==> config.mk <==
export PLATFORM = sky130hd
export DESIGN_NAME = qla_channel_regs
export DESIGN_NICKNAME = d
export VERILOG_FILES = /design/src/qla_pkg.sv /design/src/qla_channel_regs.sv /design/src/reg_read_mux.sv /design/src/safety_check.sv /design/src/cur_cmd_bank.sv /design/src/reg_write_decode.sv
export SDC_FILE = /design/constraint.sdc
export NUM_CORES = 1
export LEC_CHECK = 0
export ABC_AREA = 1
export BUFFER_PORTS_ARGS = -buffer_cell sky130_fd_sc_hd__buf_2
export CORE_MARGIN = 3
export CORE_UTILIZATION = 45
export DETAILED_ROUTE_END_ITERATION = 6
export PLACE_DENSITY = 0.73
export SYNTH_ARGS = -nofsm -noshare
export SYNTH_HDL_FRONTEND = slang
export SYNTH_SLANG_ARGS = --single-unit
==> constraint.sdc <==
create_clock -name sysclk -period 3.45 [get_ports sysclk]
set_input_delay 0.69 -clock sysclk [delete_from_list [all_inputs] [get_ports sysclk]]
set_output_delay 0.69 -clock sysclk [all_outputs]
set_load 0.1 [all_outputs]
==> src/qla_pkg.sv <==
// shared constants for the motor channel registers; four axes fixed, offset-binary current codes only
package qla_pkg;

    // ----------------------------------------
    // board geometry
    // ----------------------------------------
    localparam int NUM_CHANNELS = 4;          // motor axes on the board

    // address field positions in reg_waddr / reg_raddr
    localparam int SPACE_LSB = 12;            // bits 15..12 select the space
    localparam int CHAN_LSB  = 4;             // bits 7..4 select the channel
    localparam int OFF_LSB   = 0;             // bits 3..0 select the offset

    // ----------------------------------------
    // address spaces and offsets
    // ----------------------------------------
    localparam logic [3:0] ADDR_MAIN    = 4'h0;   // main board registers

    localparam logic [3:0] OFF_STATUS   = 4'h0;   // channel 0 only
    localparam logic [3:0] OFF_ADC_DATA = 4'h0;   // per axis, feedback
    localparam logic [3:0] OFF_DAC_CTRL = 4'h1;   // per axis, commanded current

    // status write bits
    localparam int PWR_EN_BIT = 19;           // clears every axis
    localparam int AMP_EN_LSB = 8;            // bits 8..11, one per axis

    // ----------------------------------------
    // current safety
    // ----------------------------------------
    localparam logic [15:0] CUR_MID       = 16'h8000;  // zero current in offset binary
    localparam logic [15:0] SAFETY_MARGIN = 16'd256;   // slack over twice the command
    localparam int          SAFETY_LIMIT  = 3;         // bad samples in a row before disable

    // ----------------------------------------
    // common word types
    // ----------------------------------------
    typedef logic [15:0] cur_t;               // current code
    typedef logic [15:0] addr_t;              // register address
    typedef logic [31:0] data_t;              // register data
    typedef logic [3:0]  chan_t;              // channel number

endpackage
==> src/qla_channel_regs.sv <==
// motor channel register block, top level; one write bus master, single sysclk domain
module qla_channel_regs (
    input  logic           sysclk,
    input  logic           rst_n,
    // write bus
    input  logic           reg_wen,
    input  logic           blk_wen,
    input  qla_pkg::addr_t reg_waddr,
    input  qla_pkg::data_t reg_wdata,
    // read port
    input  qla_pkg::addr_t reg_raddr,
    output qla_pkg::data_t reg_rdata,
    // adc feedback
    input  qla_pkg::cur_t  cur_fb_1,
    input  qla_pkg::cur_t  cur_fb_2,
    input  qla_pkg::cur_t  cur_fb_3,
    input  qla_pkg::cur_t  cur_fb_4,
    input  logic           cur_fb_wen,
    // dac side
    input  logic           dac_busy,
    output qla_pkg::cur_t  cur_cmd_1,
    output qla_pkg::cur_t  cur_cmd_2,
    output qla_pkg::cur_t  cur_cmd_3,
    output qla_pkg::cur_t  cur_cmd_4,
    output logic           dac_load,
    // amplifier interlock
    output logic [3:0]     amp_disable   // bit 0 is axis 1
);

    logic           cmd_wen;
    logic           cmd_req;
    logic           cmd_space;
    qla_pkg::chan_t cmd_chan;
    qla_pkg::cur_t  cmd_data;
    logic [3:0]     clear_disable;

    // ----------------------------------------
    // decode and command bank
    // ----------------------------------------
    reg_write_decode wdec (
        .sysclk(sysclk), .rst_n(rst_n),
        .reg_wen(reg_wen), .blk_wen(blk_wen), .reg_waddr(reg_waddr), .reg_wdata(reg_wdata),
        .cmd_wen(cmd_wen), .cmd_req(cmd_req), .cmd_space(cmd_space),
        .cmd_chan(cmd_chan), .cmd_data(cmd_data), .clear_disable(clear_disable)
    );

    cur_cmd_bank bank (
        .sysclk(sysclk), .rst_n(rst_n),
        .cmd_wen(cmd_wen), .cmd_req(cmd_req), .cmd_space(cmd_space),
        .cmd_chan(cmd_chan), .cmd_data(cmd_data), .dac_busy(dac_busy),
        .cur_cmd_1(cur_cmd_1), .cur_cmd_2(cur_cmd_2),
        .cur_cmd_3(cur_cmd_3), .cur_cmd_4(cur_cmd_4),
        .dac_load(dac_load)
    );

    // ----------------------------------------
    // per-axis safety, axis k on bit k-1
    // ----------------------------------------
    safety_check safe1 (.sysclk(sysclk), .rst_n(rst_n), .cur_fb(cur_fb_1), .cur_cmd(cur_cmd_1),
        .cur_fb_wen(cur_fb_wen), .clear_disable(clear_disable[0]), .amp_disable(amp_disable[0]));

    safety_check safe2 (.sysclk(sysclk), .rst_n(rst_n), .cur_fb(cur_fb_2), .cur_cmd(cur_cmd_2),
        .cur_fb_wen(cur_fb_wen), .clear_disable(clear_disable[1]), .amp_disable(amp_disable[1]));

    safety_check safe3 (.sysclk(sysclk), .rst_n(rst_n), .cur_fb(cur_fb_3), .cur_cmd(cur_cmd_3),
        .cur_fb_wen(cur_fb_wen), .clear_disable(clear_disable[2]), .amp_disable(amp_disable[2]));

    safety_check safe4 (.sysclk(sysclk), .rst_n(rst_n), .cur_fb(cur_fb_4), .cur_cmd(cur_cmd_4),
        .cur_fb_wen(cur_fb_wen), .clear_disable(clear_disable[3]), .amp_disable(amp_disable[3]));

    // ----------------------------------------
    // readback
    // ----------------------------------------
    reg_read_mux rmux (
        .reg_raddr(reg_raddr),
        .cur_fb_1(cur_fb_1), .cur_fb_2(cur_fb_2), .cur_fb_3(cur_fb_3), .cur_fb_4(cur_fb_4),
        .cur_cmd_1(cur_cmd_1), .cur_cmd_2(cur_cmd_2),
        .cur_cmd_3(cur_cmd_3), .cur_cmd_4(cur_cmd_4),
        .amp_disable(amp_disable),
        .reg_rdata(reg_rdata)
    );

endmodule

==> src/reg_read_mux.sv <==
// combinational read data for the main space; everything outside channels 0 to 4 reads as zero
module reg_read_mux (
    input  qla_pkg::addr_t reg_raddr,
    input  qla_pkg::cur_t  cur_fb_1,
    input  qla_pkg::cur_t  cur_fb_2,
    input  qla_pkg::cur_t  cur_fb_3,
    input  qla_pkg::cur_t  cur_fb_4,
    input  qla_pkg::cur_t  cur_cmd_1,
    input  qla_pkg::cur_t  cur_cmd_2,
    input  qla_pkg::cur_t  cur_cmd_3,
    input  qla_pkg::cur_t  cur_cmd_4,
    input  logic [3:0]     amp_disable,   // bit 0 is axis 1
    output qla_pkg::data_t reg_rdata
);
    import qla_pkg::*;

    logic [3:0] rd_space;
    chan_t      rd_chan;
    logic [3:0] rd_off;
    cur_t       fb_sel;    // feedback of the addressed axis
    cur_t       cmd_sel;   // command of the addressed axis

    assign rd_space = reg_raddr[SPACE_LSB +: 4];
    assign rd_chan  = reg_raddr[CHAN_LSB +: 4];
    assign rd_off   = reg_raddr[OFF_LSB +: 4];

    // ----------------------------------------
    // per-axis select
    // ----------------------------------------
    always_comb begin
        case (rd_chan)
            4'd1:    begin fb_sel = cur_fb_1; cmd_sel = cur_cmd_1; end
            4'd2:    begin fb_sel = cur_fb_2; cmd_sel = cur_cmd_2; end
            4'd3:    begin fb_sel = cur_fb_3; cmd_sel = cur_cmd_3; end
            4'd4:    begin fb_sel = cur_fb_4; cmd_sel = cur_cmd_4; end
            default: begin fb_sel = '0;       cmd_sel = '0;        end
        endcase
    end

    // ----------------------------------------
    // offset decode
    // ----------------------------------------
    always_comb begin
        reg_rdata = '0;
        if (rd_space == ADDR_MAIN) begin
            if (rd_chan == 4'd0) begin
                if (rd_off == OFF_STATUS) begin
                    reg_rdata = {28'd0, amp_disable};   // status, disables in low bits
                end
            end else if (rd_chan <= chan_t'(NUM_CHANNELS)) begin
                case (rd_off)
                    OFF_ADC_DATA: reg_rdata = {16'd0, fb_sel};    // current in low half
                    OFF_DAC_CTRL: reg_rdata = {16'd0, cmd_sel};
                    default:      reg_rdata = '0;
                endcase
            end
        end
    end

endmodule

==> src/safety_check.sv <==
// over-current interlock for one axis; feedback and command share the offset-binary scale
module safety_check (
    input  logic          sysclk,
    input  logic          rst_n,
    input  qla_pkg::cur_t cur_fb,          // adc feedback sample
    input  qla_pkg::cur_t cur_cmd,         // commanded current
    input  logic          cur_fb_wen,      // new sample strobe
    input  logic          clear_disable,   // from a status write
    output logic          amp_disable      // latched until cleared
);
    import qla_pkg::*;

    cur_t        fb_mag;    // |feedback|, at most 16'h8000
    cur_t        cmd_mag;   // |command|
    logic [17:0] fb_limit;  // 2*cmd + margin, needs two extra bits
    logic        over;
    logic [$clog2(SAFETY_LIMIT + 1)-1:0] run_cnt;   // bad samples in a row

    // ----------------------------------------
    // magnitudes around midscale
    // ----------------------------------------
    always_comb begin
        if (cur_fb >= CUR_MID) begin
            fb_mag = cur_fb - CUR_MID;
        end else begin
            fb_mag = CUR_MID - cur_fb;
        end
    end

    always_comb begin
        if (cur_cmd >= CUR_MID) begin
            cmd_mag = cur_cmd - CUR_MID;
        end else begin
            cmd_mag = CUR_MID - cur_cmd;
        end
    end

    assign fb_limit = {1'b0, cmd_mag, 1'b0} + {2'b00, SAFETY_MARGIN};
    assign over     = {2'b00, fb_mag} > fb_limit;   // strictly beyond the limit

    // ----------------------------------------
    // run counter and disable latch
    // ----------------------------------------
    always_ff @(posedge sysclk) begin
        if (!rst_n) begin
            run_cnt     <= '0;
            amp_disable <= 1'b0;
        end else if (clear_disable) begin
            // clear beats a bad sample on the same edge
            run_cnt     <= '0;
            amp_disable <= 1'b0;
        end else if (cur_fb_wen) begin
            if (over) begin
                if (int'(run_cnt) < SAFETY_LIMIT) begin
                    run_cnt <= run_cnt + 1'b1;   // saturate at the limit
                end
                if (int'(run_cnt) >= SAFETY_LIMIT - 1) begin
                    amp_disable <= 1'b1;         // this sample completes the run
                end
            end else begin
                run_cnt <= '0;   // good sample breaks the run, disable stays
            end
        end
    end

endmodule

==> src/cur_cmd_bank.sv <==
// commanded current bank with dac load request; load only follows block writes, never a single quadlet
module cur_cmd_bank (
    input  logic           sysclk,
    input  logic           rst_n,
    input  logic           cmd_wen,
    input  logic           cmd_req,
    input  logic           cmd_space,
    input  qla_pkg::chan_t cmd_chan,
    input  qla_pkg::cur_t  cmd_data,
    input  logic           dac_busy,      // level from the dac controller
    output qla_pkg::cur_t  cur_cmd_1,
    output qla_pkg::cur_t  cur_cmd_2,
    output qla_pkg::cur_t  cur_cmd_3,
    output qla_pkg::cur_t  cur_cmd_4,
    output logic           dac_load       // one-cycle pulse
);
    import qla_pkg::*;

    cur_t cmd_q [NUM_CHANNELS];   // index 0 is axis 1
    logic load_req;               // pending dac update
    logic load_go;

    // ----------------------------------------
    // command storage
    // ----------------------------------------
    always_ff @(posedge sysclk) begin
        if (!rst_n) begin
            for (int i = 0; i < NUM_CHANNELS; i++) begin
                cmd_q[i] <= CUR_MID;   // zero current out of reset
            end
        end else begin
            for (int i = 0; i < NUM_CHANNELS; i++) begin
                if (cmd_wen && (cmd_chan == chan_t'(i + 1))) begin
                    cmd_q[i] <= cmd_data;
                end
            end
        end
    end

    assign cur_cmd_1 = cmd_q[0];
    assign cur_cmd_2 = cmd_q[1];
    assign cur_cmd_3 = cmd_q[2];
    assign cur_cmd_4 = cmd_q[3];

    // ----------------------------------------
    // dac load request
    // ----------------------------------------
    assign load_go = load_req & ~dac_busy;   // wait out a busy dac

    always_ff @(posedge sysclk) begin
        if (!rst_n) begin
            load_req <= 1'b0;
        end else if (cmd_space) begin
            load_req <= cmd_req;   // new access wins, even on a load edge
        end else if (load_go) begin
            load_req <= 1'b0;
        end
    end

    always_ff @(posedge sysclk) begin
        if (!rst_n) begin
            dac_load <= 1'b0;
        end else begin
            dac_load <= load_go;   // pulses merge while busy
        end
    end

endmodule

==> src/reg_write_decode.sv <==
// write bus decode for the main space; single bus master, status clears reach the axes one cycle late
module reg_write_decode (
    input  logic           sysclk,
    input  logic           rst_n,
    input  logic           reg_wen,        // one-cycle write strobe
    input  logic           blk_wen,        // level, block write in progress
    input  qla_pkg::addr_t reg_waddr,
    input  qla_pkg::data_t reg_wdata,
    output logic           cmd_wen,        // write one commanded current
    output logic           cmd_req,        // block flag for the load request
    output logic           cmd_space,      // any access at a valid dac address
    output qla_pkg::chan_t cmd_chan,
    output qla_pkg::cur_t  cmd_data,
    output logic [3:0]     clear_disable   // bit 0 is axis 1
);
    import qla_pkg::*;

    logic [3:0] wr_space;
    chan_t      wr_chan;
    logic [3:0] wr_off;
    logic       chan_valid;
    logic       status_wr;
    logic [3:0] clear_next;

    // ----------------------------------------
    // address fields
    // ----------------------------------------
    assign wr_space = reg_waddr[SPACE_LSB +: 4];
    assign wr_chan  = reg_waddr[CHAN_LSB +: 4];
    assign wr_off   = reg_waddr[OFF_LSB +: 4];

    // channel 0 is the board itself, and there are only four axes
    assign chan_valid = (wr_chan != 4'd0) && (wr_chan <= chan_t'(NUM_CHANNELS));

    assign cmd_space = (wr_space == ADDR_MAIN) && chan_valid && (wr_off == OFF_DAC_CTRL);
    assign cmd_wen   = cmd_space & reg_wen;   // data only moves on the strobe
    assign cmd_req   = blk_wen;
    assign cmd_chan  = wr_chan;
    assign cmd_data  = reg_wdata[15:0];       // low half holds the code

    // ----------------------------------------
    // status write, per-axis clears
    // ----------------------------------------
    assign status_wr = reg_wen && (wr_space == ADDR_MAIN) && (wr_chan == 4'd0) &&
                       (wr_off == OFF_STATUS);

    always_comb begin
        for (int i = 0; i < NUM_CHANNELS; i++) begin
            // global power enable hits every axis
            clear_next[i] = reg_wdata[PWR_EN_BIT] | reg_wdata[AMP_EN_LSB + i];
        end
    end

    always_ff @(posedge sysclk) begin
        if (!rst_n) begin
            clear_disable <= '0;
        end else begin
            clear_disable <= status_wr ? clear_next : 4'd0;   // one-cycle pulse
        end
    end

endmodule

==> impl_metrics.csv <==
group,metric,value,unit
worst_setup_path,r2r_start,"bank.cmd_q[3][0]",
floorplanning,die_w,150,µm
timing,fin_skew,0.00523,ns
job,maxCapViolCount,0,
global_route,overflow,0,
final_layout,fin_area,12000,µm²
pwr,power,3730,µW
worst_setup_path,worst_ep_arrival_time,3.54,ns
pwr,power_density,310,nW/µm²
synth,seq_area_frac_synth,0.244,
detailed_routing,drtIter0Drc,880,
clock_tree,clock_latency,0.33,ns
timing,setup_viol,0,
timing,min_period,3.31,ns
worst_setup_path,r2r_end,"safe4.run_cnt[1]",
worst_setup_path,setup.worst_path.class,"flip-flop to flip-flop",
pwr,p_seq_frac,0.315,
timing,tightest_slew,0.664,ns
final_layout,mostFrequentLayoutCells,"nand2_1 (201), inv_1 (198), buf_2 (179)",
synth,synth_edf_count,64,
clock_tree,clk_pin_slew,0.06,ns
final_layout,final_common_cell,"nand2_1",
hold_path,hold_start,"bank.load_req",
global_route,grt_pass1_wl,47900,µm
detailed_routing,postRouteAntennaNets,0,
synth,ys_ff_latch,82,
place,dp_hpwl,27100,µm
final_layout,area_growth,28.6,%
synth,synthArstFlopShare,0,
timing,timing.fmax,302,MHz
synth,postSynthCellCount,1333,
timing,grt_setup_unrepaired,"true",
worst_setup_path,cp-end-kind,"flip-flop",
clock_tree,root_buffer,"clkbuf_16",
global_route,antenna_found_initial,0,
timing,timing.final.hold_violations,0,
floorplanning,initial_core_util,0.461,
global_route,grt_usage,0.273,
global_route,grt_pass1_vias,9214,
floorplanning,placementRows,52,
pwr,internal-power,2200,µW
floorplanning,dieHeight,150,µm
detailed_routing,num_vias,10000,
detailed_routing,drc,0,
floorplanning,dieArea,22500,µm²
timing,period_share,0.959,
final_layout,fin_nets,1810,
synth,yosys.cell_types.count,50,
detailed_routing,via_per_inst,5.34,
pwr,power_frac_clock,0.263,
timing,slew_headroom,0.556,
hold_path,hold_path_end,"bank.dac_load",
floorplanning,core,20300,µm²
place,gp_routability_congestion,0.953,
detailed_routing,wirelength,32400,µm
synth,syn_area,9350,µm²
place,io_buffer_count,195,
pwr,switching_share,0.409,
clock_tree,htreeDepth,3,
worst_setup_path,worstPathRequired,3.68,ns
hold_path,min_delay_path_depth,2,
worst_setup_path,crit_path_start_kind,"flip-flop",
place,preCtsSetupSlack,-0.186,ns
detailed_routing,wl_per_cell,17.3,µm
pwr,pwr-share-comb,0.421,
final_layout,drive_gt1_frac,0.293,
worst_setup_path,cp_max_fo,4,
synth,yosysWarnings,0,
global_route,grt_max_degree,33,
clock_tree,max-clock-path-buffers,2,
outcome,status,"finished clean",
worst_setup_path,worstRegToRegCells,20,
final_layout,diodes,0,
pwr,ir_worst_vdd,268,µV
place,dpl-instance-area,11400,µm²
timing,drv_slew,0,
hold_path,hold_class,"flip-flop to flip-flop",
worst_setup_path,reg2reg_slack,0.14,ns
detailed_routing,firstDrtPassIters,6,
pwr,power.switching,1530,µW
synth,synth_flop_cell,"edfxtp_1",
pwr,p_leak,0.00586,µW
timing,setup_ws,0.142,ns
clock_tree,cts.sinks,82,
final_layout,finalNonFillerCells,1872,
synth,synthesis.area_per_instance,7.01,µm²
place,post-place-cells,1838,
clock_tree,cts_tree,"done",
clock_tree,numCtsBuffers,9,
floorplanning,num_io_pins,235,
[registers in the layout (all words and copies together) (netlist names)]
name	count
safe3.run_cnt	2
safe1.amp_disable	1
safe2.run_cnt	2
safe4.amp_disable	1
bank.cmd_q	64
bank.load_req	1
wdec.clear_disable	4
safe4.run_cnt	2
bank.dac_load	1
safe3.amp_disable	1
safe2.amp_disable	1
safe1.run_cnt	2
[worst max-delay path, stage by stage, from the launching register on]
cell      delay, ns
edfxtp_1       0.44
inv_2          0.12
ha_4           0.15
nand2_4        0.07
nor2_4         0.16
a31oi_2        0.12
xor2_1         0.21
ha_2           0.23
inv_1          0.08
nor2_4         0.11
xnor2_2        0.08
ha_1           0.30
nand4_1        0.15
nor3_2         0.22
o21ai_1        0.09
nand3_1        0.10
nand2_2        0.08
nor2_4         0.18
nand3_4        0.12
a21oi_2        0.14
nor2_1         0.05
[cells in the mapped netlist, drive strengths merged (2+ instances only)]
library cell,n,share of area
o22ai,60,0.040
nand3b,4,0.0032
inv,224,0.090
a32o,4,0.0043
xnor2,9,0.0084
dfxtp,18,0.039
or2,3,0.0020
a31oi,7,0.0047
nor3,31,0.019
nor2,182,0.085
a21oi,53,0.028
o21ai,79,0.044
clkbuf,18,0.0076
nand2,233,0.099
ha,79,0.11
nor4,10,0.010
a211oi,2,0.0016
buf,31,0.023
a21o,2,0.0016
and3,3,0.0020
edfxtp,64,0.21
a21boi,3,0.0024
nand3,79,0.047
o31ai,6,0.0048
nand4,26,0.020
xor2,98,0.098
[layer usage]
layer / up-vias / part of all wire / GRT usage / routed length [µm]
met5: - / 0 / 0 / 0
li1: 4895 / - / - / -
met4: 0 / 0.042 / 0.117 / 1360
met2: 488 / 0.46 / 0.448 / 14900
met1: 4531 / 0.41 / 0.361 / 13200
met3: 91 / 0.090 / 0.0382 / 2910
[power by group through the flow]
stage          logic (µW)  registers, µW  clock network, µW
3_3_place_gp         1460           1190                  0
3_5_place_dp         1490           1190                  0
4_1_cts              1500           1170                993
2_1_floorplan         816           1470                  0
6_report             1570           1180                982
5_1_grt              1710           1180               1030
[through the flow]
| step | util | hold WS, ns | setup TNS (ns) |
|---|---|---|---|
| 2_1_floorplan | - | 0.410 | -1.31 |
| 5_1_grt | 0.592 | 0.474 | -0.322 |
| 4_1_cts | 0.576 | 0.439 | 0 |
| 3_3_place_gp | 0.561 | 0.427 | -0.350 |
| 3_5_place_dp | 0.561 | 0.424 | -0.960 |
| 6_report | 0.592 | 0.437 | 0 |
[what timing repair did]
action | 4_1_cts | 5_1_grt
hold buffers | 0 | 0
buffers inserted | 0 | 18
endpoints found under the setup margin | 0 | 12
gates resized for setup | 0 | 48
endpoints found under the hold margin | 0 | 0
[how the worst max path moves through the flow]
stage / startpoint / to / slack (ns) / depth (start not counted)
3_5_place_dp: cur_fb_4[1] / safe4.run_cnt[0] / -0.19 / 18
4_1_cts: bank.cmd_q[3][0] / safe4.run_cnt[1] / 0.01 / 22
3_3_place_gp: cur_fb_4[1] / safe4.run_cnt[1] / -0.08 / 18
2_1_floorplan: reg_raddr[5] / reg_rdata[4] / -0.31 / 7
5_1_grt: bank.cmd_q[2][8] / safe3.run_cnt[0] / -0.13 / 24
6_report: bank.cmd_q[3][0] / safe4.run_cnt[1] / 0.14 / 20
[cells by family (layout without fill, tap and decap cells)]
family | count (synthesis) | count (layout) | synth area share
simple gates | 572 | 572 | 0.288
buf+inv | 274 | 528 | 0.121
xor+xnor | 107 | 107 | 0.107
other cells | 1 | 16 | 0.000401
flops | 82 | 82 | 0.244
compound gates | 218 | 218 | 0.134
fa+ha+maj | 79 | 79 | 0.106
[layout make-up]
type	instances	area (µm²)
Multi-Input combinational cell	992	6300
Clock inverter	4	48.8
Clock buffer	12	267
Fill cell	1940	8280
Sequential cell	82	2280
Inverter	225	848
Tap cell	270	338
Timing Repair Buffer	287	1940
Note: power is estimated with default switching activity, not from simulation.
